File: config.mk
export PLATFORM = sky130hd
export DESIGN_NAME = axis_in_top
export DESIGN_NICKNAME = d
export VERILOG_FILES = /design/src/source/axis_in_pkg.sv /design/src/source/axis_in_packer.sv /design/src/source/axis_in_word_fifo.sv /design/src/source/axis_in_regs.sv /design/src/source/axis_in_top.sv
export SDC_FILE = /design/constraint.sdc
export NUM_CORES = 1
export LEC_CHECK = 0
export ABC_AREA = 0
export BUFFER_PORTS_ARGS = -buffer_cell sky130_fd_sc_hd__clkbuf_2
export CAP_MARGIN = 20
export CELL_PAD_IN_SITES_DETAIL_PLACEMENT = 0
export CELL_PAD_IN_SITES_GLOBAL_PLACEMENT = 2
export CORE_MARGIN = 3
export CORE_UTILIZATION = 44
export DETAILED_ROUTE_END_ITERATION = 10
export HOLD_SLACK_MARGIN = 0.05
export PLACE_DENSITY_LB_ADDON = 0.15
export SYNTH_ARGS = -nofsm -noshare
export SYNTH_HDL_FRONTEND = slang
export SYNTH_SLANG_ARGS = --single-unit
File: constraint.sdc
create_clock -name clk -period 3.06 [get_ports clk]
set_input_delay 0.612 -clock clk [delete_from_list [all_inputs] [get_ports clk]]
set_output_delay 0.612 -clock clk [all_outputs]
set_load 0.02 [all_outputs]
File: src/source/axis_in_pkg.sv
package axis_in_pkg;

   // Stream and CPU data widths
   localparam int TDATA_W = 8;
   localparam int DATA_W = 32;
   localparam int BYTES_PER_WORD = DATA_W / TDATA_W;

   // Byte lane index inside one word
   localparam int LANE_IDX_W = $clog2(BYTES_PER_WORD);

   // 16 FIFO entries
   localparam int FIFO_ADDR_W = 4;

   // CPU word address, four registers
   localparam int REG_ADDR_W = 2;

   typedef logic [TDATA_W-1:0] byte_t;
   typedef logic [DATA_W-1:0] word_t;
   typedef logic [BYTES_PER_WORD-1:0] strb_t;
   typedef logic [FIFO_ADDR_W-1:0] fifo_addr_t;
   // One extra bit so a full FIFO reads as 16
   typedef logic [FIFO_ADDR_W:0] level_t;
   typedef logic [REG_ADDR_W-1:0] reg_addr_t;

   // Register map, word addresses
   localparam reg_addr_t REG_OUT = 2'd0;
   localparam reg_addr_t REG_EMPTY = 2'd1;
   localparam reg_addr_t REG_LAST = 2'd2;
   localparam reg_addr_t REG_LEVEL = 2'd3;

   // Packer states
   // FILL gathers bytes, HOLD waits for the CPU to pop the frame end
   typedef enum logic {
      PACK_FILL,
      PACK_HOLD
   } pack_state_t;

endpackage

File: src/source/axis_in_packer.sv
`timescale 1ns/1ns

module axis_in_packer
   import axis_in_pkg::*;
(
   input  logic  clk,
   input  logic  reset,
   input  byte_t tdata,
   input  logic  tvalid,
   input  logic  tlast,
   output logic  tready,
   input  logic  full,
   input  logic  frame_release,
   output logic  push,
   output word_t push_word,
   output strb_t push_strb,
   output logic  push_last
);

   pack_state_t state;
   logic [LANE_IDX_W-1:0] lane_idx;
   word_t part_word;
   strb_t part_strb;

   logic accept;
   logic close_word;
   word_t word_next;
   strb_t strb_next;

   // Stall while a push is in flight too, so a closing byte never
   // meets a FIFO that fills on the same edge
   assign tready = (state == PACK_FILL) && !full && !push;
   assign accept = tvalid && tready;

   // Word closes on the last lane or on the frame end
   assign close_word = (lane_idx == LANE_IDX_W'(BYTES_PER_WORD - 1)) || tlast;

   // Current byte merged into its lane
   always_comb begin
      word_next = part_word;
      word_next[int'(lane_idx)*TDATA_W +: TDATA_W] = tdata;
      strb_next = part_strb | strb_t'(1 << lane_idx);
   end

   // Lane counter, partial word and frame state
   always_ff @(posedge clk) begin
      if (reset) begin
         state <= PACK_FILL;
         lane_idx <= '0;
         part_word <= '0;
         part_strb <= '0;
      end else begin
         if (accept) begin
            if (close_word) begin
               // Start the next word from clean zero lanes
               lane_idx <= '0;
               part_word <= '0;
               part_strb <= '0;
            end else begin
               lane_idx <= lane_idx + 1'b1;
               part_word <= word_next;
               part_strb <= strb_next;
            end
            if (tlast) begin
               state <= PACK_HOLD;
            end
         end else if (state == PACK_HOLD && frame_release) begin
            state <= PACK_FILL;
         end
      end
   end

   // Push request, one cycle after the closing byte
   always_ff @(posedge clk) begin
      if (reset) begin
         push <= 1'b0;
      end else begin
         push <= accept && close_word;
      end
   end

   // Pushed payload, unused upper lanes already zero
   always_ff @(posedge clk) begin
      if (accept && close_word) begin
         push_word <= word_next;
         push_strb <= strb_next;
         push_last <= tlast;
      end
   end

   // FIFO must have room for every push the packer issues
   a_no_push_full: assert property (@(posedge clk) disable iff (reset) push |-> !full);

endmodule

File: src/source/axis_in_word_fifo.sv
`timescale 1ns/1ns

module axis_in_word_fifo
   import axis_in_pkg::*;
(
   input  logic   clk,
   input  logic   reset,
   input  logic   push,
   input  word_t  push_word,
   input  strb_t  push_strb,
   input  logic   push_last,
   input  logic   pop,
   output logic   full,
   output logic   empty,
   output level_t level,
   output word_t  head_word,
   output strb_t  head_strb,
   output logic   head_last
);

   // Storage, one array per field
   word_t mem_word [2**FIFO_ADDR_W];
   strb_t mem_strb [2**FIFO_ADDR_W];
   logic  mem_last [2**FIFO_ADDR_W];

   fifo_addr_t wr_ptr;
   fifo_addr_t rd_ptr;
   level_t     count;

   assign level = count;
   assign empty = (count == '0);
   assign full = (count == level_t'(2**FIFO_ADDR_W));

   // Head entry is shown before any pop
   assign head_word = mem_word[rd_ptr];
   assign head_strb = mem_strb[rd_ptr];
   assign head_last = mem_last[rd_ptr];

   // Write port
   always_ff @(posedge clk) begin
      if (push) begin
         mem_word[wr_ptr] <= push_word;
         mem_strb[wr_ptr] <= push_strb;
         mem_last[wr_ptr] <= push_last;
      end
   end

   // Pointers wrap naturally at 16 entries
   always_ff @(posedge clk) begin
      if (reset) begin
         wr_ptr <= '0;
         rd_ptr <= '0;
      end else begin
         if (push) begin
            wr_ptr <= wr_ptr + 1'b1;
         end
         if (pop) begin
            rd_ptr <= rd_ptr + 1'b1;
         end
      end
   end

   // Fill count, unchanged on push and pop together
   always_ff @(posedge clk) begin
      if (reset) begin
         count <= '0;
      end else begin
         case ({push, pop})
            2'b10: count <= count + 1'b1;
            2'b01: count <= count - 1'b1;
            default: count <= count;
         endcase
      end
   end

   // Producer and consumer keep to the flags
   a_no_pop_empty: assert property (@(posedge clk) disable iff (reset) pop |-> !empty);
   a_no_push_full: assert property (@(posedge clk) disable iff (reset) push |-> !full);

endmodule

File: src/source/axis_in_regs.sv
`timescale 1ns/1ns

module axis_in_regs
   import axis_in_pkg::*;
(
   input  logic      clk,
   input  logic      reset,
   input  logic      valid,
   input  reg_addr_t address,
   input  word_t     wdata,
   input  strb_t     wstrb,
   output word_t     rdata,
   output logic      ready,
   input  word_t     head_word,
   input  strb_t     head_strb,
   input  logic      head_last,
   input  logic      empty,
   input  level_t    level,
   output logic      pop,
   output logic      frame_release
);

   logic  read_req;
   word_t rdata_next;

   // No write strobes means a read
   assign read_req = valid && (wstrb == '0);

   // Reading OUT consumes the head entry
   assign pop = read_req && (address == REG_OUT) && !empty;

   // Frame end leaving the FIFO lets the packer take the next frame
   assign frame_release = pop && head_last;

   // Read decode
   always_comb begin
      rdata_next = '0;
      if (read_req) begin
         case (address)
            REG_OUT: begin
               if (!empty) begin
                  rdata_next = head_word;
               end
            end
            REG_EMPTY: rdata_next[0] = empty;
            REG_LAST: begin
               // Last flag above the strobe
               if (!empty) begin
                  rdata_next[BYTES_PER_WORD:0] = {head_last, head_strb};
               end
            end
            REG_LEVEL: rdata_next = word_t'(level);
            default: rdata_next = '0;
         endcase
      end
   end

   // Every request completes one cycle later
   always_ff @(posedge clk) begin
      if (reset) begin
         ready <= 1'b0;
      end else begin
         ready <= valid;
      end
   end

   // Read data captured on the same edge as the pop
   always_ff @(posedge clk) begin
      if (valid) begin
         rdata <= rdata_next;
      end
   end

   // Ready lasts one cycle per request
   a_ready_single: assert property (@(posedge clk) disable iff (reset) ready |=> !ready);

   // Write data has no destination
   a_wdata_known: assert property (@(posedge clk) disable iff (reset)
      (valid && wstrb != '0) |-> !$isunknown(wdata));

endmodule

File: src/source/axis_in_top.sv
`timescale 1ns/1ns

module axis_in_top
   import axis_in_pkg::*;
(
   input  logic      clk,
   input  logic      reset,
   // Byte stream in
   input  byte_t     tdata,
   input  logic      tvalid,
   input  logic      tlast,
   output logic      tready,
   // CPU native bus
   input  logic      valid,
   input  reg_addr_t address,
   input  word_t     wdata,
   input  strb_t     wstrb,
   output word_t     rdata,
   output logic      ready
);

   // Packer to FIFO
   logic  push;
   word_t push_word;
   strb_t push_strb;
   logic  push_last;
   logic  full;

   // FIFO head to register stage
   word_t  head_word;
   strb_t  head_strb;
   logic   head_last;
   logic   empty;
   level_t level;
   logic   pop;

   // Register stage back to packer
   logic frame_release;

   axis_in_packer u_packer (
      .clk           (clk),
      .reset         (reset),
      .tdata         (tdata),
      .tvalid        (tvalid),
      .tlast         (tlast),
      .tready        (tready),
      .full          (full),
      .frame_release (frame_release),
      .push          (push),
      .push_word     (push_word),
      .push_strb     (push_strb),
      .push_last     (push_last)
   );

   axis_in_word_fifo u_fifo (
      .clk       (clk),
      .reset     (reset),
      .push      (push),
      .push_word (push_word),
      .push_strb (push_strb),
      .push_last (push_last),
      .pop       (pop),
      .full      (full),
      .empty     (empty),
      .level     (level),
      .head_word (head_word),
      .head_strb (head_strb),
      .head_last (head_last)
   );

   axis_in_regs u_regs (
      .clk           (clk),
      .reset         (reset),
      .valid         (valid),
      .address       (address),
      .wdata         (wdata),
      .wstrb         (wstrb),
      .rdata         (rdata),
      .ready         (ready),
      .head_word     (head_word),
      .head_strb     (head_strb),
      .head_last     (head_last),
      .empty         (empty),
      .level         (level),
      .pop           (pop),
      .frame_release (frame_release)
   );

endmodule

==> results_dict.tcl <==
set metrics [dict create \
    status "complete, no violations" \
    ir_drop_uv 372 \
    max_slew.worst_pin.slew_ns 1.13 \
    initial_core_util_pct 44.8 \
    critPathSlowestCell "nor4_4" \
    yosysWarnings 0 \
    cts_tree "built" \
    die_area_um2 66300 \
    end_kind "flip-flop" \
    synth_cell_types 59 \
    grt_pass1_wl_um 94500 \
    cp.required_ns 3.56 \
    setup_violations 0 \
    async_flop_share_pct 0 \
    drt_iter0_drc 1179 \
    grt_pass1_vias 13870 \
    path_max_fanout 6 \
    cts.sinks 719 \
    syn2layout_area_growth_pct 14.7 \
    cts_made_buffers 77 \
    synth_area_leaders "edfxtp_1, mux4_2, dfxtp_1" \
    skew_ns 0.0192 \
    io_pins 85 \
    yosys.area.top_type "edfxtp_1" \
    dpl_cell_area_um2 29500 \
    route.detailed.drc 0 \
    arrival_ns 3.10 \
    ff2ff_setup_slack_ns 0.46 \
    clock_latency_ns 0.61 \
    grt.total_usage_pct 19.6 \
    drive_above_1_share_pct 25.1 \
    globalRoute.busiestLayer "met2" \
    die_y_um 258 \
    syn_area_um2 27800 \
    antenna_found_initial 6 \
    hold_slack_ns 0.271 \
    ant_nets 0 \
    cts_hold_buf 0 \
    yosys_register_bits 719 \
    synth-edff-count 661 \
    p_leak_nw 10.2 \
    cp.buffers_inverters 1 \
    crit_chain "nor4_4 -> a211o_4 -> inv_6 -> ha_4 -> xor2_1 -> ha_2 -> a21oi_2 -> nor3b_1 -> o21ai_1 -> a21oi_1 -> mux2_2" \
    postCtsSetupBuffers 0 \
    use_met2_pct 32.0 \
    post-dp-hpwl_um 36100 \
    numPortBuffers 52 \
    via_count 13648 \
    finalHoldViolations 0 \
    wl_um 63900 \
    power_density_nw_per_um2 636 \
    ys.flop_type "edfxtp_1" \
    syn_nets 1513 \
    core_um2 62200 \
    rsz0062_at_grt "no" \
    syn_avg_cell_area_um2 19.3 \
    hold_path.class "in2reg" \
    timing.fmax_mhz 385 \
    worst_setup_path_start_kind "flip-flop" \
    wire_per_inst_um 25.9 \
    cpPeakStageDelay_ns 0.44 \
    critPathTopFamily "simple AND/OR/NAND/NOR gates" \
    grt_use_met1_pct 27.8 \
    finalCritPeriodShare_pct 85.0 \
    final_design_area_no_fill_um2 31900 \
    cts_buffer_depth 3 \
    post_cts_resized 0 \
    nNetsFinal 1628 \
    synth_seq_area_share_pct 75.5 \
    firstDrtPassIters 5 \
    syn_inst 1446 \
    synth.top_cell.area_share_pct 71.3 \
    vias_per_cell 5.54 \
    num_rows 91 \
    grt_start_max_net_pins 62 \
    die_w_um 258 \
    met3_usage_pct 3.48 \
    clockRootBuffer "clkbuf_16" \
    maxSlewHeadroom_pct 23.5 \
    cap_violations 0 \
    grt_overflow 0 \
    final_max_slew_viol_count 0 \
    fin_crit_ns 2.60 \
    worstSetupPathType "reg2reg" \
    cts_htree_levels 3 \
    clk_pin_slew_worst_paths_ns 0.06 \
    place_congestion 0.745 \
]
==> cell families after synthesis <==
| kind of cell | share of synthesized area, % |
|---|---|
| flip-flops | 75.5 |
| buffers and inverters | 2.16 |
| multiplexers | 13.5 |
| AND/OR/NAND/NOR | 4.01 |
| adder cells (fa/ha/maj) | 0.719 |
| AO/OA/AOI/OAI | 3.84 |
| XOR/XNOR | 0.346 |
==> state kept, by name, summed over array words and instances (netlist names), 2 cells and up, named ones only <==
| name | flops |
|---|---|
| u_fifo.wr_ptr | 4 |
| u_packer.lane_idx | 2 |
| u_fifo.level | 5 |
| u_packer.push_word | 32 |
| u_fifo.mem_strb | 64 |
| u_regs.rdata | 32 |
| u_packer.part_strb | 4 |
| u_fifo.mem_last | 16 |
| u_fifo.rd_ptr | 4 |
| u_packer.push_strb | 4 |
| u_packer.part_word | 32 |
| u_fifo.mem_word | 512 |
==> path summary, 6_finish.rpt <==
check / startpoint / to / depth (start not counted)
worst max-delay path: u_fifo.level[0] / u_fifo.level[4] / 11
worst min-delay path: tlast / u_packer.push_last / 1
worst max register to register: u_fifo.level[0] / u_fifo.level[4] / 11
worst min register to register: u_packer.part_strb[3] / u_packer.part_strb[3] / 2
==> metal layers <==
metal  wire length (µm)  up-vias
met1              28300     7201
met2              31300      324
li1                   -     6032
met3               3060       91
met4               1160        0
met5                  0        -
==> synthesized netlist by cell type, drive strengths merged (5+ instances only) <==
| master | number |
|---|---|
| and2 | 18 |
| mux4 | 143 |
| mux2i | 47 |
| dfxtp | 58 |
| a311oi | 8 |
| o21ai | 32 |
| nand2 | 108 |
| mux2 | 5 |
| edfxtp | 661 |
| a211oi | 59 |
| inv | 36 |
| nand2b | 11 |
| buf | 51 |
| nor2b | 32 |
| ha | 16 |
| nor2 | 37 |
| xor2 | 7 |
| a21oi | 36 |
| clkbuf | 26 |
==> cell type report <==
cell class | count | area [µm²]
Clock inverter | 35 | 295
Inverter | 37 | 144
Tap cell | 837 | 1050
Clock buffer | 108 | 2150
Antenna cell | 1 | 2.50
Sequential cell | 719 | 21000
Fill cell | 5061 | 30200
Multi-Input combinational cell | 613 | 6280
Timing Repair Buffer | 113 | 981
==> cell usage in the layout, fill, tap and decap left out, types with 8 or more instances in the layout <==
cell	Yosys	final
clkinv_2	0	12
clkinv_1	1	11
a21oi_1	36	35
inv_1	35	35
a211oi_1	58	58
ha_1	16	14
mux2i_1	47	47
and2_2	0	17
buf_12	1	21
dfxtp_1	58	54
clkbuf_1	24	24
nor2_1	37	36
nand2b_1	11	11
a311oi_1	8	8
nand2_1	107	107
nor2b_1	32	32
o21ai_0	30	29
edfxtp_1	661	661
clkbuf_2	0	52
mux4_2	143	143
buf_4	12	40
clkbuf_16	0	80
==> per-stage QoR <==
step / worst slack [ns] / power (mW) / TNS (ns) / utilization, % / cells
3_5_place_dp: -0.135 / 11.6 / -0.135 / 47.4 / 2319
2_1_floorplan: -0.00778 / 11.3 / -0.00778 / - / 1446
5_1_grt: 0.299 / 21.0 / 0 / 51.3 / 2462
6_report: 0.460 / 20.3 / 0 / 51.4 / 2463
4_1_cts: 0.442 / 20.5 / 0 / 51.3 / 2462
3_3_place_gp: -0.172 / 11.5 / -0.172 / 47.4 / 2319
==> power breakdown <==
part	leakage (nW)	total [mW]	internal, mW	switching [mW]
combinational	2.54	0.401	0.131	0.270
sequential	6.50	10.9	10.8	0.136
clock	1.19	8.96	5.25	3.70
total	10.2	20.3	16.2	4.11
(Power assumes the default switching activity.)
